==> src/lsu_pkg.sv <==
package lsu_pkg;

  typedef logic [63:0]        xlen_t;
  typedef logic [63:0]        addr_t;
  typedef logic [4:0]         reg_idx_t;
  typedef logic [3:0]         mem_op_t;
  typedef logic [1:0]         size_t;
  typedef logic [7:0]         strb_t;
  typedef logic signed [11:0] offset_t;

  // op[3] store, op[2] zero-extend, op[1:0] access size
  localparam mem_op_t OP_LB  = 4'b0000;
  localparam mem_op_t OP_LH  = 4'b0001;
  localparam mem_op_t OP_LW  = 4'b0010;
  localparam mem_op_t OP_LD  = 4'b0011;
  localparam mem_op_t OP_LBU = 4'b0100;
  localparam mem_op_t OP_LHU = 4'b0101;
  localparam mem_op_t OP_LWU = 4'b0110;
  localparam mem_op_t OP_SB  = 4'b1000;
  localparam mem_op_t OP_SH  = 4'b1001;
  localparam mem_op_t OP_SW  = 4'b1010;
  localparam mem_op_t OP_SD  = 4'b1011;

  // 1, 2, 4 and 8 bytes
  localparam size_t SIZE_B = 2'd0;
  localparam size_t SIZE_H = 2'd1;
  localparam size_t SIZE_W = 2'd2;
  localparam size_t SIZE_D = 2'd3;

  // command as it enters the pipeline
  typedef struct packed {
    mem_op_t  op;
    xlen_t    base;
    offset_t  offset;
    xlen_t    wdata;
    reg_idx_t rd;
  } mem_cmd_t;

  typedef struct packed {
    mem_op_t  op;
    addr_t    addr;
    xlen_t    wdata;
    reg_idx_t rd;
  } agu_to_mem_t;

  // also the retire report at the top
  typedef struct packed {
    reg_idx_t rd;
    logic     we;
    xlen_t    data;
    logic     err;
  } mem_to_wb_t;

endpackage
==> src/mem_stage.sv <==
`timescale 1ns/1ps

module mem_stage
  import lsu_pkg::*;
(
  input  logic        clk,
  input  logic        rst,
  input  logic        agu_valid,
  input  agu_to_mem_t agu_out,
  output logic        mem_allowin,
  output logic        wb_valid,
  output mem_to_wb_t  wb_in,
  output logic        psel,
  output logic        penable,
  output logic        pwrite,
  output addr_t       paddr,
  output xlen_t       pwdata,
  output strb_t       pstrb,
  input  xlen_t       prdata,
  input  logic        pready,
  input  logic        pslverr
);

  typedef enum logic [1:0] {IDLE, SETUP, ACCESS, DONE} state_t;

  state_t      state;
  state_t      state_nxt;
  agu_to_mem_t cmd_q;
  mem_to_wb_t  res_q;
  size_t       size;
  strb_t       size_mask;
  logic [2:0]  align_mask;
  logic        misaligned;
  logic        zero_ext;
  logic        accept;
  logic        finish;
  xlen_t       rd_shift;
  xlen_t       load_data;

  assign accept      = agu_valid && mem_allowin;
  assign finish      = (state == ACCESS) && pready;
  assign mem_allowin = (state == IDLE) || (state == DONE);
  assign wb_valid    = (state == DONE);
  assign wb_in       = res_q;

  always_ff @(posedge clk) begin
    if (rst) begin
      state <= IDLE;
    end else begin
      state <= state_nxt;
    end
  end

  always_comb begin
    state_nxt = state;
    case (state)
      IDLE:    state_nxt = accept ? SETUP : IDLE;
      SETUP:   state_nxt = ACCESS;
      ACCESS:  state_nxt = pready ? DONE : ACCESS;
      DONE:    state_nxt = accept ? SETUP : IDLE;
      default: state_nxt = IDLE;
    endcase
  end

  always_ff @(posedge clk) begin
    if (accept) begin
      cmd_q <= agu_out;
    end
  end

  // size comes straight from the low opcode bits
  assign size     = cmd_q.op[1:0];
  assign zero_ext = cmd_q.op[2];

  always_comb begin
    case (size)
      SIZE_B: begin
        size_mask  = 8'h01;
        align_mask = 3'b000;
        pwdata     = {8{cmd_q.wdata[7:0]}};
      end
      SIZE_H: begin
        size_mask  = 8'h03;
        align_mask = 3'b001;
        pwdata     = {4{cmd_q.wdata[15:0]}};
      end
      SIZE_W: begin
        size_mask  = 8'h0f;
        align_mask = 3'b011;
        pwdata     = {2{cmd_q.wdata[31:0]}};
      end
      default: begin
        size_mask  = 8'hff;
        align_mask = 3'b111;
        pwdata     = cmd_q.wdata;
      end
    endcase
  end

  assign misaligned = |(cmd_q.addr[2:0] & align_mask);

  assign psel    = (state == SETUP) || (state == ACCESS);
  assign penable = (state == ACCESS);
  assign pwrite  = cmd_q.op[3];
  assign paddr   = {cmd_q.addr[63:3], 3'b000};
  // empty strobe tells the RAM the access is misaligned
  assign pstrb   = misaligned ? '0 : strb_t'(size_mask << cmd_q.addr[2:0]);

  assign rd_shift = prdata >> {cmd_q.addr[2:0], 3'b000};

  always_comb begin
    case (size)
      SIZE_B:  load_data = zero_ext ? {56'd0, rd_shift[7:0]} :
                                      {{56{rd_shift[7]}}, rd_shift[7:0]};
      SIZE_H:  load_data = zero_ext ? {48'd0, rd_shift[15:0]} :
                                      {{48{rd_shift[15]}}, rd_shift[15:0]};
      SIZE_W:  load_data = zero_ext ? {32'd0, rd_shift[31:0]} :
                                      {{32{rd_shift[31]}}, rd_shift[31:0]};
      default: load_data = rd_shift;
    endcase
  end

  always_ff @(posedge clk) begin
    if (finish) begin
      res_q.rd   <= cmd_q.rd;
      res_q.we   <= !pwrite && (cmd_q.rd != '0) && !pslverr;
      res_q.data <= (!pwrite && !pslverr) ? load_data : '0;
      res_q.err  <= pslverr;
    end
  end

endmodule

==> config.mk <==
export PLATFORM = sky130hd
export DESIGN_NAME = mem_stage
export DESIGN_NICKNAME = d
export VERILOG_FILES = /design/src/lsu_pkg.sv /design/src/mem_stage.sv
export SDC_FILE = /design/constraint.sdc
export NUM_CORES = 1
export LEC_CHECK = 0
export ABC_CLOCK_PERIOD_IN_PS = 7100
export BUFFER_PORTS_ARGS = -buffer_cell sky130_fd_sc_hd__buf_2
export CAP_MARGIN = 20
export CORE_AREA = 2 2 165 200
export CTS_CLUSTER_DIAMETER = 100
export DETAILED_ROUTE_END_ITERATION = 7
export DIE_AREA = 0 0 167 202
export SYNTH_ARGS = -nofsm -noshare
export SYNTH_HDL_FRONTEND = slang
export SYNTH_SLANG_ARGS = --single-unit
==> constraint.sdc <==
create_clock -name clk -period 7.1 [get_ports clk]
set_input_delay 1.42 -clock clk [delete_from_list [all_inputs] [get_ports clk]]
set_output_delay 1.42 -clock clk [all_outputs]
set_load 0.01 [all_outputs]
After elaboration in Yosys (flattened, before gate mapping):

Index checks and enable logic that the tools add are counted.

* bits in writable memories: 0
* output and inout port bits: 212
* flip-flop bits (word level): 210
* memories kept: 0
* bits of input ports: 206
* ROM bits: 0
* bits in latches: 0

* bitwise gates (word level): 1
* equal/unequal tests: 5
* shifts and indexed selects: 2
* add/subtract/negate cells: 0
* multipliers: 0
* muxes and demuxes: 11
* divide/modulo/power cells: 0
* reductions and logical operators: 14
* magnitude comparators: 0

Operators by type and width (number)
* $pmux 64 s3: 2
* $mux 64: 3
* $shr 64x6->64: 1
* $pmux 8 s3: 1
* $pmux 3 s3: 1
* $mux 8: 1
* $shl 8x3->8: 1
* $eq 2x2->1 const B: 3
* $pmux 2 s3: 1
* $logic_and 1x1->1: 5
* $reduce_bool 5->1: 1
* $eq 2x1->1 const B: 2
* $logic_not 2->1: 2
* $and 3x3->3: 1
* $reduce_or 3->1: 1
* $logic_not 1->1: 2
* $logic_or 1x1->1: 2
* $mux 1: 2
* $reduce_or 2->1: 1

Logic depth before layout (Yosys ltp):

* depth after elaboration: 5
* mapped depth: 8

Least setup slack after synthesis:

OpenSTA, ideal clock, no wires.

* path kind: input port to flip-flop
* start point: input port agu_valid
* end point: register cmd_q[0] (netlist bit), enable pin
* required time: 6.587 ns
* cell stages on the path: 1
* data arrival time: 4.553 ns
* path slack: 2.034 ns
* cells stage by stage: and2_1

* word-level cells in the longest chain between the ends: 1

Ends and longest elaborated chain
* start, declared: RTL line mem_stage.sv:8 `input logic agu_valid,`
* $logic_and 1x1->1: RTL line mem_stage.sv:40 `assign accept = agu_valid && mem_allowin;`
* end signal, assigned: RTL line mem_stage.sv:67 `cmd_q <= agu_out;`
* end, declared: RTL line mem_stage.sv:28 `agu_to_mem_t cmd_q;`

No other way between the ends.
A chain may end at the register's enable or synchronous reset.

Worst setup path in the final report:

* start point: register cmd_q[134] (netlist bit)
* end point: output port pwdata[56]

* word-level cells in the longest chain between the ends: 2
* elaborated cells on any way between the ends: 4

Ends and longest elaborated chain
* $eq 2x2->1 (tied with other cells): RTL line mem_stage.sv:76 `case (size)`
* $pmux 64 s3 (*): RTL line mem_stage.sv:76
* end, declared: RTL line mem_stage.sv:17 `output xlen_t pwdata,`

Every way passes the cells marked *; elsewhere a longest branch is shown, timed or not.

==> impl_metrics.ini <==
[critical_path]
setup.worst_path.end_class = output port
timing.critical_path.slowest_stage_cell = edfxtp_1
timing.critical_path.mode_cell = buf_4
timing.setup.critical_path_class = reg2out
cp_num_buf_inv = 3
critical_path.max_fanout = 44
critical_path_s_top_delay_family = buffers and inverters
timing.reg2reg.setup_slack_ns = 3.27
max_stage_delay_ns = 0.88
worst_r2r_startpoint = cmd_q[134]$_DFFE_PP_
timing.critical_path.cells = buf_4 > nand2_1 > buf_4 > mux2_2 > buf_2
timing.critical_path.required_ns = 5.68
arrival_ns = 3.63
start_kind = register
reg2reg_depth = 5
critical_path.reg2reg.endpoint = wb_in[54]$_SDFFCE_PN0P_

[synth]
synth.top_cells.by_count = edfxtp_1 (208), mux2i_1 (87), buf_4 (81)
synth.mux.area_fraction_pct = 16.3
library_cell_with_the_largest_summed_area_after_synthesis = edfxtp_1
synth_most_common_cell = edfxtp_1
share_of_the_synthesized_area_in_the_top_cell_type_pct = 58.4
synth_compound_gate_area_share_pct = 8.85
post_synth_main_area_contributors = edfxtp_1 (58%), mux2i_1 (8.1%), buf_4 (5.7%)
synthDistinctLibCells = 43
synth_xor_xnor_area_share_pct = 0.327
combinational_family_with_the_most_area_after_synthesis = multiplexers
synth.ff_latch_count = 210
syn-mean-instance-area_sq_um = 13.5
netlist_area_sq_um = 10700
yosysSeqAreaShare_pct = 58.7
postSynth.topFlopCell = edfxtp_1
synth_simple_gate_area_share_pct = 6.57
synth-edff-count = 208
syn_inst = 790
async_flop_share_pct = 0
synth_adder_area_share_pct = 0.351
synthesis.yosys.warnings = 0

[clock_tree]
ctsRootBufferMaster = clkbuf_16
htree_num_levels = 1
postCtsSetupBuffers = 0
tritoncts = built
clk_pin_slew_worst_paths_ns = 0.06
clock_sinks = 210
ctsHoldBuffers = 0
clk-insertion-delay-late_ns = 0.53
post_cts_gate_resize_count = 0
clock_tree.buffer_depth = 3
cts_made_buffers = 23

[routing]
vias_per_cell = 5.09
first_iter_violations = 561
routedWlPerCell_microns = 22.5
antenna_violating_nets_post_route = 0
postRouteWirelength_microns = 34600
detailroute.via_count = 7809
remaining_drc_errors = 0
drtPass1Iterations = 5

[timing]
drv_slew = 0
finClkSkew_ns = 0.0277
slew_headroom_pct = 31.3
final_critical_path_setup_slack_ns = 2.05
tns_ns = 0
worst-slew-pin-transition_ns = 1.02
setup_repair_after_global_routing_missed_its_margin = no
post-route-period-util_pct = 71.1
period_minus_slack_ns = 5.05
finalHoldViolations = 0
timing.fmax_mhz = 198
finalSetupViolCount = 0

[layout]
flow.area_growth_from_synthesis_pct = 23.8
drive_gt1_share_pct = 47.5
final_design_area_no_fill_sq_um = 13200
nets = 1320
fillCellCount = 3091
antennaDiodeCount = 0

[die]
rows = 72
die-height_microns = 202
floorplan.core_area_sq_um = 31800
dieWidth_microns = 167
floorplan.io_pins = 418
start_util_pct = 33.7
die-area_sq_um = 33700

[global_route]
first_global_vias = 8017
grt_pass1_wl_microns = 49700
grt_start_max_net_pins = 79
grt_overflow_total = 0
globalRouteTotalUtil_pct = 19.7
antenna_found_initial = 3

[hold_path]
hp-class = reg2reg
timing.hold.worst_path_depth = 0
timing.hold.worst.start = cmd_q[4]$_DFFE_PP_
hold_critical_path_endpoint = wb_in[70]$_DFFE_PP_

[run_status]
result_of_the_run = completed

[pwr]
ir_worst_vdd_mv = 0.214
leakage_nw = 5.37
power_per_cell_area_nw_per_um2 = 274

[placed_design]
post-dp-hpwl_microns = 25800
setup_slack_placement_ns = 2.55
place_congestion = 0.861
io_buffer_count = 414
postPlaceCellArea_sq_um = 12500

[job]
max_cap_viol_count = 0
area by class of cell:
| class | instances | area [sq um] | area share [%] |
|---|---|---|---|
| flip-flops and latches | 210 | 6290 | 47.5 |
| multi-input cells | 437 | 3490 | 26.4 |
| repair buffers | 429 | 2190 | 16.5 |
| clock buffers | 26 | 587 | 4.43 |
| well taps | 407 | 509 | 3.84 |
| clock inverters | 16 | 144 | 1.09 |
| inverters | 10 | 37.5 | 0.283 |
power breakdown:
part           switching (mW)  internal [mW]
Clock                   0.496          0.671
Sequential             0.0674           1.54
Combinational           0.515          0.340
worst max path at each step:
stage                                     from                  to  slack (ns)  cells past startpoint
after floorplan                      agu_valid  cmd_q[0]$_DFFE_PP_        2.03                      1
after global placement    cmd_q[134]$_DFFE_PP_          pwdata[44]        2.59                      5
after global routing      cmd_q[134]$_DFFE_PP_            pstrb[4]        1.76                      6
after CTS                 cmd_q[134]$_DFFE_PP_          pwdata[56]        1.94                      5
after detailed placement  cmd_q[134]$_DFFE_PP_          pwdata[56]        2.55                      5
final                     cmd_q[134]$_DFFE_PP_          pwdata[56]        2.05                      5
layer usage:
metal  global-route usage (%)  share of wire [%]  vias up
li1                         -                  -     3567
met2                     34.6                 50      420
met5                        0               0.12        -
met1                     21.9                 35     3752
met3                     6.99                 11       64
met4                     7.20                3.6        6
stage by stage:
step | total power [mW] | hold WS, ns | cells | util [%]
5_1_grt | 3.79 | 0.461 | 1535 | 41.7
2_1_floorplan | 2.21 | 0.427 | 792 | -
3_5_place_dp | 2.50 | 0.433 | 1492 | 39.3
4_1_cts | 3.67 | 0.453 | 1534 | 41.6
6_report | 3.63 | 0.452 | 1535 | 41.7
3_3_place_gp | 2.48 | 0.431 | 1491 | 39.3
state kept, by name, indices dropped and copies added (netlist names):
name    cells
cmd_q      75
wb_in      71
paddr      61
state       2
pwrite      1
cells in the final DEF (no fill, tap or decap), types with 14 or more instances in the layout:
cell and instances:
a31oi_1 19, a21oi_1 24, buf_2 414, clkbuf_16 23, a41oi_1 32, mux2_2 42, buf_4 14, mux2i_1 87
edfxtp_1 208, o21ai_0 17, nor2b_1 24, nand2_1 43, nor2_1 36, mux4_2 18
kinds of logic (layout without fill, tap and decap cells):
family                     Yosys count  after routing
adders and majority gates            3              3
DFF                                210            210
muxes                              147            147
other                                1              3
xor gates and xnor gates             4              4
and+or+nand+nor                    146            146
buffers and inverters              145            481
AOI/OAI and AO/OA                  134            134
Power figures use the tool's default switching activity.
