<file path="src/lsu_pkg.sv">
package lsu_pkg;

  typedef logic [63:0]        xlen_t;
  typedef logic [63:0]        addr_t;
  typedef logic [4:0]         reg_idx_t;
  typedef logic [3:0]         mem_op_t;
  typedef logic [1:0]         size_t;
  typedef logic [7:0]         strb_t;
  typedef logic signed [11:0] offset_t;

  // op[3] store, op[2] zero-extend, op[1:0] access size
  localparam mem_op_t OP_LB  = 4'b0000;
  localparam mem_op_t OP_LH  = 4'b0001;
  localparam mem_op_t OP_LW  = 4'b0010;
  localparam mem_op_t OP_LD  = 4'b0011;
  localparam mem_op_t OP_LBU = 4'b0100;
  localparam mem_op_t OP_LHU = 4'b0101;
  localparam mem_op_t OP_LWU = 4'b0110;
  localparam mem_op_t OP_SB  = 4'b1000;
  localparam mem_op_t OP_SH  = 4'b1001;
  localparam mem_op_t OP_SW  = 4'b1010;
  localparam mem_op_t OP_SD  = 4'b1011;

  // 1, 2, 4 and 8 bytes
  localparam size_t SIZE_B = 2'd0;
  localparam size_t SIZE_H = 2'd1;
  localparam size_t SIZE_W = 2'd2;
  localparam size_t SIZE_D = 2'd3;

  // command as it enters the pipeline
  typedef struct packed {
    mem_op_t  op;
    xlen_t    base;
    offset_t  offset;
    xlen_t    wdata;
    reg_idx_t rd;
  } mem_cmd_t;

  typedef struct packed {
    mem_op_t  op;
    addr_t    addr;
    xlen_t    wdata;
    reg_idx_t rd;
  } agu_to_mem_t;

  // also the retire report at the top
  typedef struct packed {
    reg_idx_t rd;
    logic     we;
    xlen_t    data;
    logic     err;
  } mem_to_wb_t;

endpackage
</file>
<file path="src/agu_stage.sv">
`timescale 1ns/1ps

module agu_stage
  import lsu_pkg::*;
(
  input  logic        clk,
  input  logic        rst,
  input  logic        cmd_valid,
  input  mem_cmd_t    cmd,
  input  logic        mem_allowin,
  output logic        cmd_ready,
  output logic        agu_valid,
  output agu_to_mem_t agu_out
);

  logic        valid_q;
  agu_to_mem_t out_q;
  addr_t       offset_ext;

  // empty, or the held entry leaves on this edge
  assign cmd_ready = !valid_q || mem_allowin;
  assign agu_valid = valid_q;
  assign agu_out   = out_q;

  assign offset_ext = {{52{cmd.offset[11]}}, cmd.offset};

  always_ff @(posedge clk) begin
    if (rst) begin
      valid_q <= 1'b0;
    end else if (cmd_ready) begin
      valid_q <= cmd_valid;
    end
  end

  always_ff @(posedge clk) begin
    if (cmd_valid && cmd_ready) begin
      out_q.op    <= cmd.op;
      out_q.addr  <= cmd.base + offset_ext;
      out_q.wdata <= cmd.wdata;
      out_q.rd    <= cmd.rd;
    end
  end

endmodule

</file>
<file path="config.mk">
export PLATFORM = sky130hd
export DESIGN_NAME = agu_stage
export DESIGN_NICKNAME = d
export VERILOG_FILES = /design/src/lsu_pkg.sv /design/src/agu_stage.sv
export SDC_FILE = /design/constraint.sdc
export NUM_CORES = 1
export LEC_CHECK = 0
export BUFFER_PORTS_ARGS = -buffer_cell sky130_fd_sc_hd__buf_2
export CAP_MARGIN = 20
export CORE_ASPECT_RATIO = 1.1
export CORE_MARGIN = 2
export CORE_UTILIZATION = 51
export CTS_BUF_LIST = sky130_fd_sc_hd__clkbuf_4 sky130_fd_sc_hd__clkbuf_8 sky130_fd_sc_hd__clkbuf_16
export CTS_CLUSTER_SIZE = 28
export DETAILED_ROUTE_END_ITERATION = 8
export HOLD_SLACK_MARGIN = 0.12
export PLACE_DENSITY = 0.82
export SETUP_SLACK_MARGIN = 0.05
export SLEW_MARGIN = 25
export SYNTH_ARGS = -nofsm -noshare
export SYNTH_HDL_FRONTEND = slang
export SYNTH_SLANG_ARGS = --single-unit
export TNS_END_PERCENT = 10
</file>
<file path="constraint.sdc">
create_clock -name clk -period 5.8 [get_ports clk]
set_clock_uncertainty 0.15 [all_clocks]
set_input_delay 0.58 -clock clk [delete_from_list [all_inputs] [get_ports clk]]
set_output_delay 0.58 -clock clk [all_outputs]
set_load 0.05 [all_outputs]
</file>
---- Word-level counts from Yosys, hierarchy flattened ----
Index checks and enable logic that the tools add are counted.
storage, ports and cells
  register bits ........................... 138
  bits in latches ......................... 0
  bits in writable memories ............... 0
  bits in read-only memories .............. 0
  input port bits ......................... 153
  output and inout bits ................... 139
  word-level logic and storage cells ...... 9
  memories ................................ 0
cells by class
  add/sub/neg operators ................... 1
  $mul .................................... 0
  divide/modulo/power cells ............... 0
  order comparisons ....................... 0
  eq/ne operators ......................... 0
  shifts and indexed selects .............. 0
  muxes and demuxes ....................... 0
  bitwise gates (word level) .............. 0
  reduce and logical (&&, ||, !) cells .... 3
operator list
  kind               count
  64-bit adder       1
  1-bit logical AND  1
  1-bit zero test    1
  1-bit logical OR   1

---- Depth between registers and ports, before layout ----
Gate-level depths: netlist (run 1).
  depth after elaboration ................. 3
  mapped depth ............................ 11
  mapped depth without buffers ............ 11

---- Worst setup path before layout (run 1) ----
OpenSTA, ideal clock, no wires.
  path kind ............................... input port to flip-flop
  from .................................... input port mem_allowin
  to ...................................... register out_q, in the netlist agu_out[0], enable pin
  library setup time ...................... 512 ps
  arrival time ............................ 4260 ps
  required time ........................... 5138 ps
  setup slack ............................. 878 ps
  stages .................................. 2
  buffers on the path ..................... 0
  cells stage by stage .................... nand2b_1 -> and2_1
between the ends
  cells in the longest elaborated chain, start to end .. 2
ends and longest elaborated chain
  what               line             source
  from (decl)        agu_stage.sv:10  input logic mem_allowin,
  1-bit logical OR   agu_stage.sv:21  assign cmd_ready = !valid_q || mem_allowin;
  1-bit logical AND  agu_stage.sv:36  if (cmd_valid && cmd_ready) begin
  to (decl)          agu_stage.sv:17  agu_to_mem_t out_q;
Every way passes these cells.
A chain may end at the register's enable or synchronous reset.

---- Final worst setup path (run 1) ----
  from .................................... input port cmd[80] in the netlist's numbering
  to ...................................... register out_q, in the netlist agu_out[125] (data pin)
between the ends
  cells in the longest elaborated chain, start to end .. 1
ends and longest elaborated chain
  what          line             source
  from (decl)   agu_stage.sv:9   input mem_cmd_t cmd,
  64-bit adder  agu_stage.sv:38  out_q.addr <= cmd.base + offset_ext;
Every way passes these cells.

==> results.md, run 1 <==
* Die Y-Extent at 136 microns
* Pre-CTS setup slack at 1690 ps
* Leakage at 4.45 nW
* CP max stage cell: buf_2
* CP Buf/Inv Count at 1
* Worst Setup End Kind: flip-flop
* Routed WL at 23800 microns
* Crit-path leading delay family: compound AO/OA/AOI/OAI gates
* Hold Startpoint: rst
* Top cells by area, synth: edfxtp_1 (51%), ha_1 (9.8%), a21oi_1 (5.7%), xnor2_1 (4.0%), nand2_1 (3.2%)
* Number of max-cap violations at 0
* Vias at 7046
* Average wire per standard cell at 19.2 microns
* Power per cell area at 331 nW/um^2
* Clock slew at reported path FFs at 70 ps
* WP data required at 5820 ps
* Post-detail-place hpwl at 18300 microns
* CP dominant cell by count: o21ai_1
* Synth Register Bits at 138
* Yosys warnings at 0
* Slew @ Worst Pin at 992 ps
* Die Wd at 124 microns
* Share of cells above drive strength 1 at 0.333
* Fin crit share at 0.658
* DRC viols at 0
* Top-area cell type share of the netlist area at 0.509
* Rows at 48
* Tmin final at 3820 ps
* Later-pin clock latency in the skew report at 420 ps
* Setup bufs post-CTS at 0
* Reg-to-reg slack, setup at 3890 ps
* Seq/Total Area, Yosys at 0.512
* Placed instance area at 9710 sq um
* GRT overflow at 0
* Final setup margin at 1980 ps
* Post-Synthesis Net Count at 951
* Synth Flop Type: edfxtp_1
* CTS Buf Count at 17
* Post-synthesis cell type with the largest combined area: edfxtp_1
* Final Hold Fails at 0
* Final setup TNS at 0 ps
* Worst setup startpoint: cmd[80]
* Post-synthesis cell count at 734
* Global-route wire length before repair at 35000 microns
* Worst slew margin at 0.339
* Avg Synthesized Cell Area at 11.0 sq um
* Worst path max stage delay at 580 ps
* Initial antenna violation count at 8
* GRT Resource Usage Total at 0.276
* Gates resized, CTS repair at 0
* Worst Path Max Fanout at 32
* CTS Root Cell: clkbuf_16
* Peak supply drop at 0.198 mV
* Routability cong. at 0.936
* TritonRoute pass-1 iters at 5
* CTS tree: yes
* Avg Vias per Cell at 5.67
* Input/output buffers at 291
* Io pins at 292
* Synth cell count leaders: edfxtp_1 (137), a21oi_1 (92), nand2_1 (68)
* Initial Util at 0.517
* Final slew viol count at 0
* FFs w/ async S/R, synth at 0
* Number of synthesized flops with an enable pin at 137
* Die area at 16900 sq um
* Unrepaired setup endpoints after global routing: false
* Area delta synth->final at 28.2%
* CP Class: in -> reg
* Hold-fix buffers, CTS at 0
* Hold Crit Class: in -> reg
* CTS Sinks at 138
* H-tree Lvls at 4
* Cell with the most instances after synthesis: edfxtp_1
* Final Instance Area at 10300 sq um
* Worst Path Arrival at 3840 ps
* CTS Buffer Depth at 2
* Core ar. at 15600 sq um
* Status: completed
* ANT nets after route at 0
* Setup-failing EPs final at 0
* Startpoint class of the critical path: primary input
* Final #Nets at 1239
* Largest net degree at the start of global routing at 80
* Synth unique cells at 62
* Utilization after layout at 0.663
* Worst reg2reg startpoint: agu_valid
* Cell Area, Synth at 8080 sq um
* DR iter-0 viols at 501
* Hold Slack at 150 ps
* Fmax at 0.262 GHz
* Number of global-route vias before repair at 6759
* CP Cell Sequence: buf_2 -> ha_1 -> nand2_1 -> nor4_1 -> a21oi_1 -> a31oi_1 -> o21a_1 -> o21ai_1 -> o21ai_1 -> nand4_1 -> o311a_1
[logic make-up after synthesis]
family / after synthesis / share of synthesized area
flip-flops: 138 / 0.512
multiplexers: 1 / 0.00124
AO/OA/AOI/OAI: 233 / 0.185
buffers and inverters: 42 / 0.0203
XOR/XNOR: 58 / 0.0629
adder cells (fa/ha/maj): 64 / 0.100
AND/OR/NAND/NOR: 198 / 0.119
[registers in the layout, summed over array words and instances, names as in the netlist]
name       flops
agu_out      137
agu_valid      1
[per-stage QoR]
step	power, mW	cells
finish	3.42	1242
global route	3.55	1241
CTS	3.42	1235
detailed placement	2.27	1203
global placement	2.26	1203
floorplan	2.01	734
[final cells by class]
type	instances	area [sq um]
antenna	7	17.5
clock buffer	17	425
clock inverter	15	200
fill	1251	5270
inverter	17	63.8
multi-input combinational	554	3780
sequential	138	4130
tap	200	250
timing repair buffer	294	1480
[metal layers]
| metal | wire, microns | share of wire | up-vias | track usage |
|---|---|---|---|---|
| met2 | 11900 | 0.50 | 329 | 0.467 |
| met4 | 815 | 0.034 | 4 | 0.129 |
| met3 | 2100 | 0.088 | 60 | 0.0763 |
| met1 | 8980 | 0.38 | 3244 | 0.324 |
| li1 | - | - | 3409 | - |
| met5 | 30 | 0.0013 | - | 0 |
[cell usage in the layout, fill, tap and decap left out, types with 4 or more instances in the layout]
master,Yosys,routed
xnor2_1,37,37
a21o_1,18,18
o21ai_0,40,40
nor3_1,14,14
o21ai_1,5,5
clkbuf_16,0,17
o31ai_1,6,6
a211oi_1,5,5
o21bai_1,11,11
nor2b_1,6,6
nand2b_1,4,4
a31oi_1,11,11
nand4_1,21,21
buf_2,5,291
edfxtp_1,137,137
a21oi_1,92,92
inv_6,0,7
xor2_1,21,21
nand3_1,14,14
diode_2,0,7
inv_1,17,17
ha_1,63,63
o21a_1,10,10
and3_1,5,5
nor2_1,42,42
a21boi_0,4,4
nor4_1,5,5
or3_1,4,4
nand2_1,68,68
[where the power goes]
group	total (mW)	switching [mW]	internal (mW)
registers	1.25	0.0261	1.23
logic	1.01	0.717	0.291
clock network	1.16	0.469	0.695
[worst paths after layout]
check / to / cells past startpoint
min: agu_valid / 2
max reg2reg: agu_out[87] / 3
min reg2reg: agu_valid / 2
max: agu_out[125] / 11
[worst register-to-register path, cell delays in order, from the launching register on]
cell and delay (ps):
dfxtp_1 310, nand2b_1 120, and2_4 160, buf_4 730
(Power assumes the default switching activity.)
==> inputs of run 2 (changes only) <==
Settings changed: ABC_AREA set to 1, CORE_UTILIZATION 51 to 54, PLACE_DENSITY 0.82 to 0.83.
Clock period 5.8 ns to 4 ns, I/O delays scaled along.
==> run 2 against run 1 <==
  * Global-route usage rose by 8.7 points
  * Register-to-register slack got worse by 2100 ps
  * Non-clock buffer count rose by 78
  * Critical path depth rose by 2
  * Sequential power rose by 45%
  * Design area rose by 29%
  * Largest power group unchanged
  * Synthesized cell count rose by 94%
  * Sequential cell count did not move
  * Via count rose by 49%
  * Critical endpoint unchanged
  * Power rose by 50%
==> results.md, run 2 <==
* Initial Util at 0.552 (was 0.517)
* Core ar. at 18400 sq um (was 15600 sq um)
* Clock network power share at 0.319 (was 0.340)
* Final #Nets at 2035 (was 1239)
* Utilization after layout at 0.725 (was 0.663)
* Cell internal pwr at 3.08 mW (was 2.21 mW)
* Pre-CTS setup slack at 742 ps (was 1690 ps)
* Final Instance Area at 13400 sq um (was 10300 sq um)
* Post-synthesis cell type with the largest combined area: edfxtp_1 (unchanged)
* Worst path max stage delay at 570 ps (was 580 ps)
* Input/output buffers at 291 (unchanged)
* Synth cell count leaders: nand2_1 (587), inv_1 (305), edfxtp_1 (137) (was edfxtp_1 (137), a21oi_1 (92), nand2_1 (68))
* Fin crit share at 0.724
* Crit-path leading delay family: buffers and inverters (was compound AO/OA/AOI/OAI gates)
* Met1 Usage GRT at 0.372 (was 0.324)
* FFs w/ async S/R, synth at 0 (unchanged)
* Avg Vias per Cell at 5.06 (was 5.67)
* Unrepaired setup endpoints after global routing: false (unchanged)
* Final Hold Fails at 0 (unchanged)
* Cell Area, Synth at 10200 sq um (was 8080 sq um)
* Worst r2r dst: agu_out[56] (was agu_out[87])
* Final setup margin at 1100 ps (was 1980 ps)
* CTS Buf Count at 17 (unchanged)
* Fmax at 0.345 GHz
* Commonest non-fill, non-tap cell in the layout: nand2_1 (was buf_2)
* Die area at 19900 sq um (was 16900 sq um)
* Hold Path End: agu_out[70] (was agu_valid)
* Synth Register Bits at 138 (unchanged)
* Setup bufs post-CTS at 0 (unchanged)
* Hold Crit Depth at 2 (unchanged)
* Worst Setup End Kind: flip-flop (unchanged)
* H-tree Lvls at 4 (unchanged)
* Leakage at 7.37 nW (was 4.45 nW)
* GRT overflow at 0 (unchanged)
* Largest net degree at the start of global routing at 75 (was 80)
* GR Util met3 at 0.0919 (was 0.0763)
* DRC viols at 0 (unchanged)
* Reg-to-reg slack, setup at 1830 ps (was 3890 ps)
* CTS tree: yes (unchanged)
* Worst Path Arrival at 2940 ps (was 3840 ps)
* TritonRoute pass-1 iters at 5 (unchanged)
* CP Cell Sequence: buf_2 -> buf_4 -> ha_1 -> nand2_1 -> inv_1 -> nand2_1 -> nand2_1 -> a21oi_1 -> nand3_2 -> nand2_1 -> nand3_1 -> nand2_1 -> nand2_1 (was buf_2 -> ha_1 -> nand2_1 -> nor4_1 -> a21oi_1 -> a31oi_1 -> o21a_1 -> o21ai_1 -> o21ai_1 -> nand4_1 -> o311a_1)
* Worst reg2reg path depth at 2 (was 3)
* Yosys warnings at 0 (unchanged)
* Die Wd at 135 microns (was 124 microns)
* Final setup TNS at 0 ps (unchanged)
* CP dominant cell by count: nand2_1 (was o21ai_1)
* Top-area cell type share of the netlist area at 0.405 (was 0.509)
* Io pins at 292 (unchanged)
* Vias at 10500 (was 7046)
* CTS Root Cell: clkbuf_16 (unchanged)
* Number of global-route vias before repair at 10200 (was 6759)
* Global-route wire length before repair at 54100 microns (was 35000 microns)
* Hold-fix buffers, CTS at 77 (was 0)
* Initial antenna violation count at 2 (was 8)
* Tmin final at 2900 ps
* Top Usage Layer GRT: met2 (unchanged)
* Slew @ Worst Pin at 836 ps (was 992 ps)
* Seq pwr share at 0.352 (was 0.366)
* CP Buf/Inv Count at 3 (was 1)
* Final slew viol count at 0 (unchanged)
* Most frequent cells in the layout: nand2_1 (587), inv_1 (305), buf_2 (291) (was buf_2 (291), edfxtp_1 (137), a21oi_1 (92))
* Worst reg2reg startpoint: agu_valid (unchanged)
* Post-detail-place hpwl at 26400 microns (was 18300 microns)
* Met2 Usage GRT at 0.639 (was 0.467)
* Status: completed (unchanged)
* Avg Synthesized Cell Area at 7.12 sq um (was 11.0 sq um)
* Synth Flop Type: edfxtp_1 (unchanged)
* Placed instance area at 12000 sq um (was 9710 sq um)
* Combinational power share at 0.329 (was 0.294)
* Routed WL at 35600 microns (was 23800 microns)
* Cell with the most instances after synthesis: nand2_1 (was edfxtp_1)
* Number of synthesized flops with an enable pin at 137 (unchanged)
* Switching Share at 0.400 (was 0.354)
* Routability cong. at 0.967 (was 0.936)
* Share of cells above drive strength 1 at 0.229 (was 0.333)
* DR iter-0 viols at 719 (was 501)
* CP Class: in -> reg (unchanged)
* CTS Buffer Depth at 2 (unchanged)
* Crit path depth at 13 (was 11)
* Worst Path Max Fanout at 34 (was 32)
* Max reg flops at 137 (unchanged)
* Top cells by area, synth: edfxtp_1 (40%), nand2_1 (22%), inv_1 (11%), ha_1 (7.8%), nor2_1 (3.1%) (was edfxtp_1 (51%), ha_1 (9.8%), a21oi_1 (5.7%), xnor2_1 (4.0%), nand2_1 (3.2%))
* Die Y-Extent at 148 microns (was 136 microns)
* Net Sw Power at 2.06 mW (was 1.21 mW)
* ANT nets after route at 0 (unchanged)
* Hold Startpoint: cmd[82] (was rst)
* Clock slew at reported path FFs at 70 ps (about the same)
* Later-pin clock latency in the skew report at 430 ps (was 420 ps)
* GRT Resource Usage Total at 0.363 (was 0.276)
* Power per cell area at 385 nW/um^2 (was 331 nW/um^2)
* Rows at 52 (was 48)
* Gates resized, CTS repair at 0 (unchanged)
* Setup-failing EPs final at 0 (unchanged)
* Hold Crit Class: in -> reg (unchanged)
* Startpoint class of the critical path: primary input (unchanged)
* CTS Sinks at 138 (unchanged)
* Number of max-cap violations at 0 (unchanged)
* CP max stage cell: buf_2 (unchanged)
* Post-synthesis cell count at 1427 (was 734)
* Design Power at 5.14 mW (was 3.42 mW)
* Post-Synthesis Net Count at 1644 (was 951)
* Synth unique cells at 24 (was 62)
* Area delta synth->final at 31.4% (was 28.2%)
* Peak supply drop at 0.310 mV (was 0.198 mV)
* Worst slew margin at 0.441 (was 0.339)
* Seq/Total Area, Yosys at 0.407 (was 0.512)
* WP data required at 4040 ps (was 5820 ps)
* Average wire per standard cell at 17.1 microns (was 19.2 microns)
run 2: cell count changes after synthesis, sizes merged, moves of 43 or more:
cell and delta:
a21oi -50, inv +301, nand2 +549, nand3 +44, nor2 +76, o21ai -43
run 2: stage by stage:
step	instances	hold WS (ps)
6_report	2075	215
5_1_grt	2074	224
4_1_cts	2074	196
3_5_place_dp	1965	374
3_3_place_gp	1965	365
2_1_floorplan	1427	319
run 2: final cells by class:
type / instances / area, sq um
Inverter: 321 / 1200
Antenna cell: 1 / 2.50
Timing Repair Buffer: 372 / 2270
Multi-Input combinational cell: 968 / 4840
Clock buffer: 17 / 425
Sequential cell: 138 / 4130
Tap cell: 243 / 304
Clock inverter: 15 / 181
Fill cell: 1446 / 5050
run 2: power by group through the flow:
stage / Combinational, mW / Clock [mW] / Sequential (mW)
3_3_place_gp: 1.56 / 0 / 1.83
3_5_place_dp: 1.59 / 0 / 1.83
2_1_floorplan: 0.681 / 0 / 2.28
4_1_cts: 1.66 / 1.63 / 1.81
6_report: 1.69 / 1.64 / 1.81
5_1_grt: 1.82 / 1.69 / 1.82
run 2: how the worst max path moves through the flow:
stage	slack, ps	endpoint	start
after floorplan	570	agu_out[0]	agu_valid
after global placement	860	agu_out[125]	cmd[80]
after detailed placement	740	agu_out[125]	cmd[80]
after CTS	1190	agu_out[131]	cmd[81]
after global routing	990	agu_out[131]	cmd[81]
final	1100	agu_out[125]	cmd[80]
run 2: cell families after synthesis:
group	count (synthesis)	share of synthesized area
xor+xnor	32	0.0276
compound gates	48	0.0244
flops	138	0.407
simple gates	824	0.343
buf+inv	321	0.119
fa+ha+maj	64	0.0795
run 2: layer usage:
metal	vias to the layer above	wire length [microns]
met1	4627	12400
met3	163	2800
met5	-	17
li1	5151	-
met2	560	17600
met4	2	2810
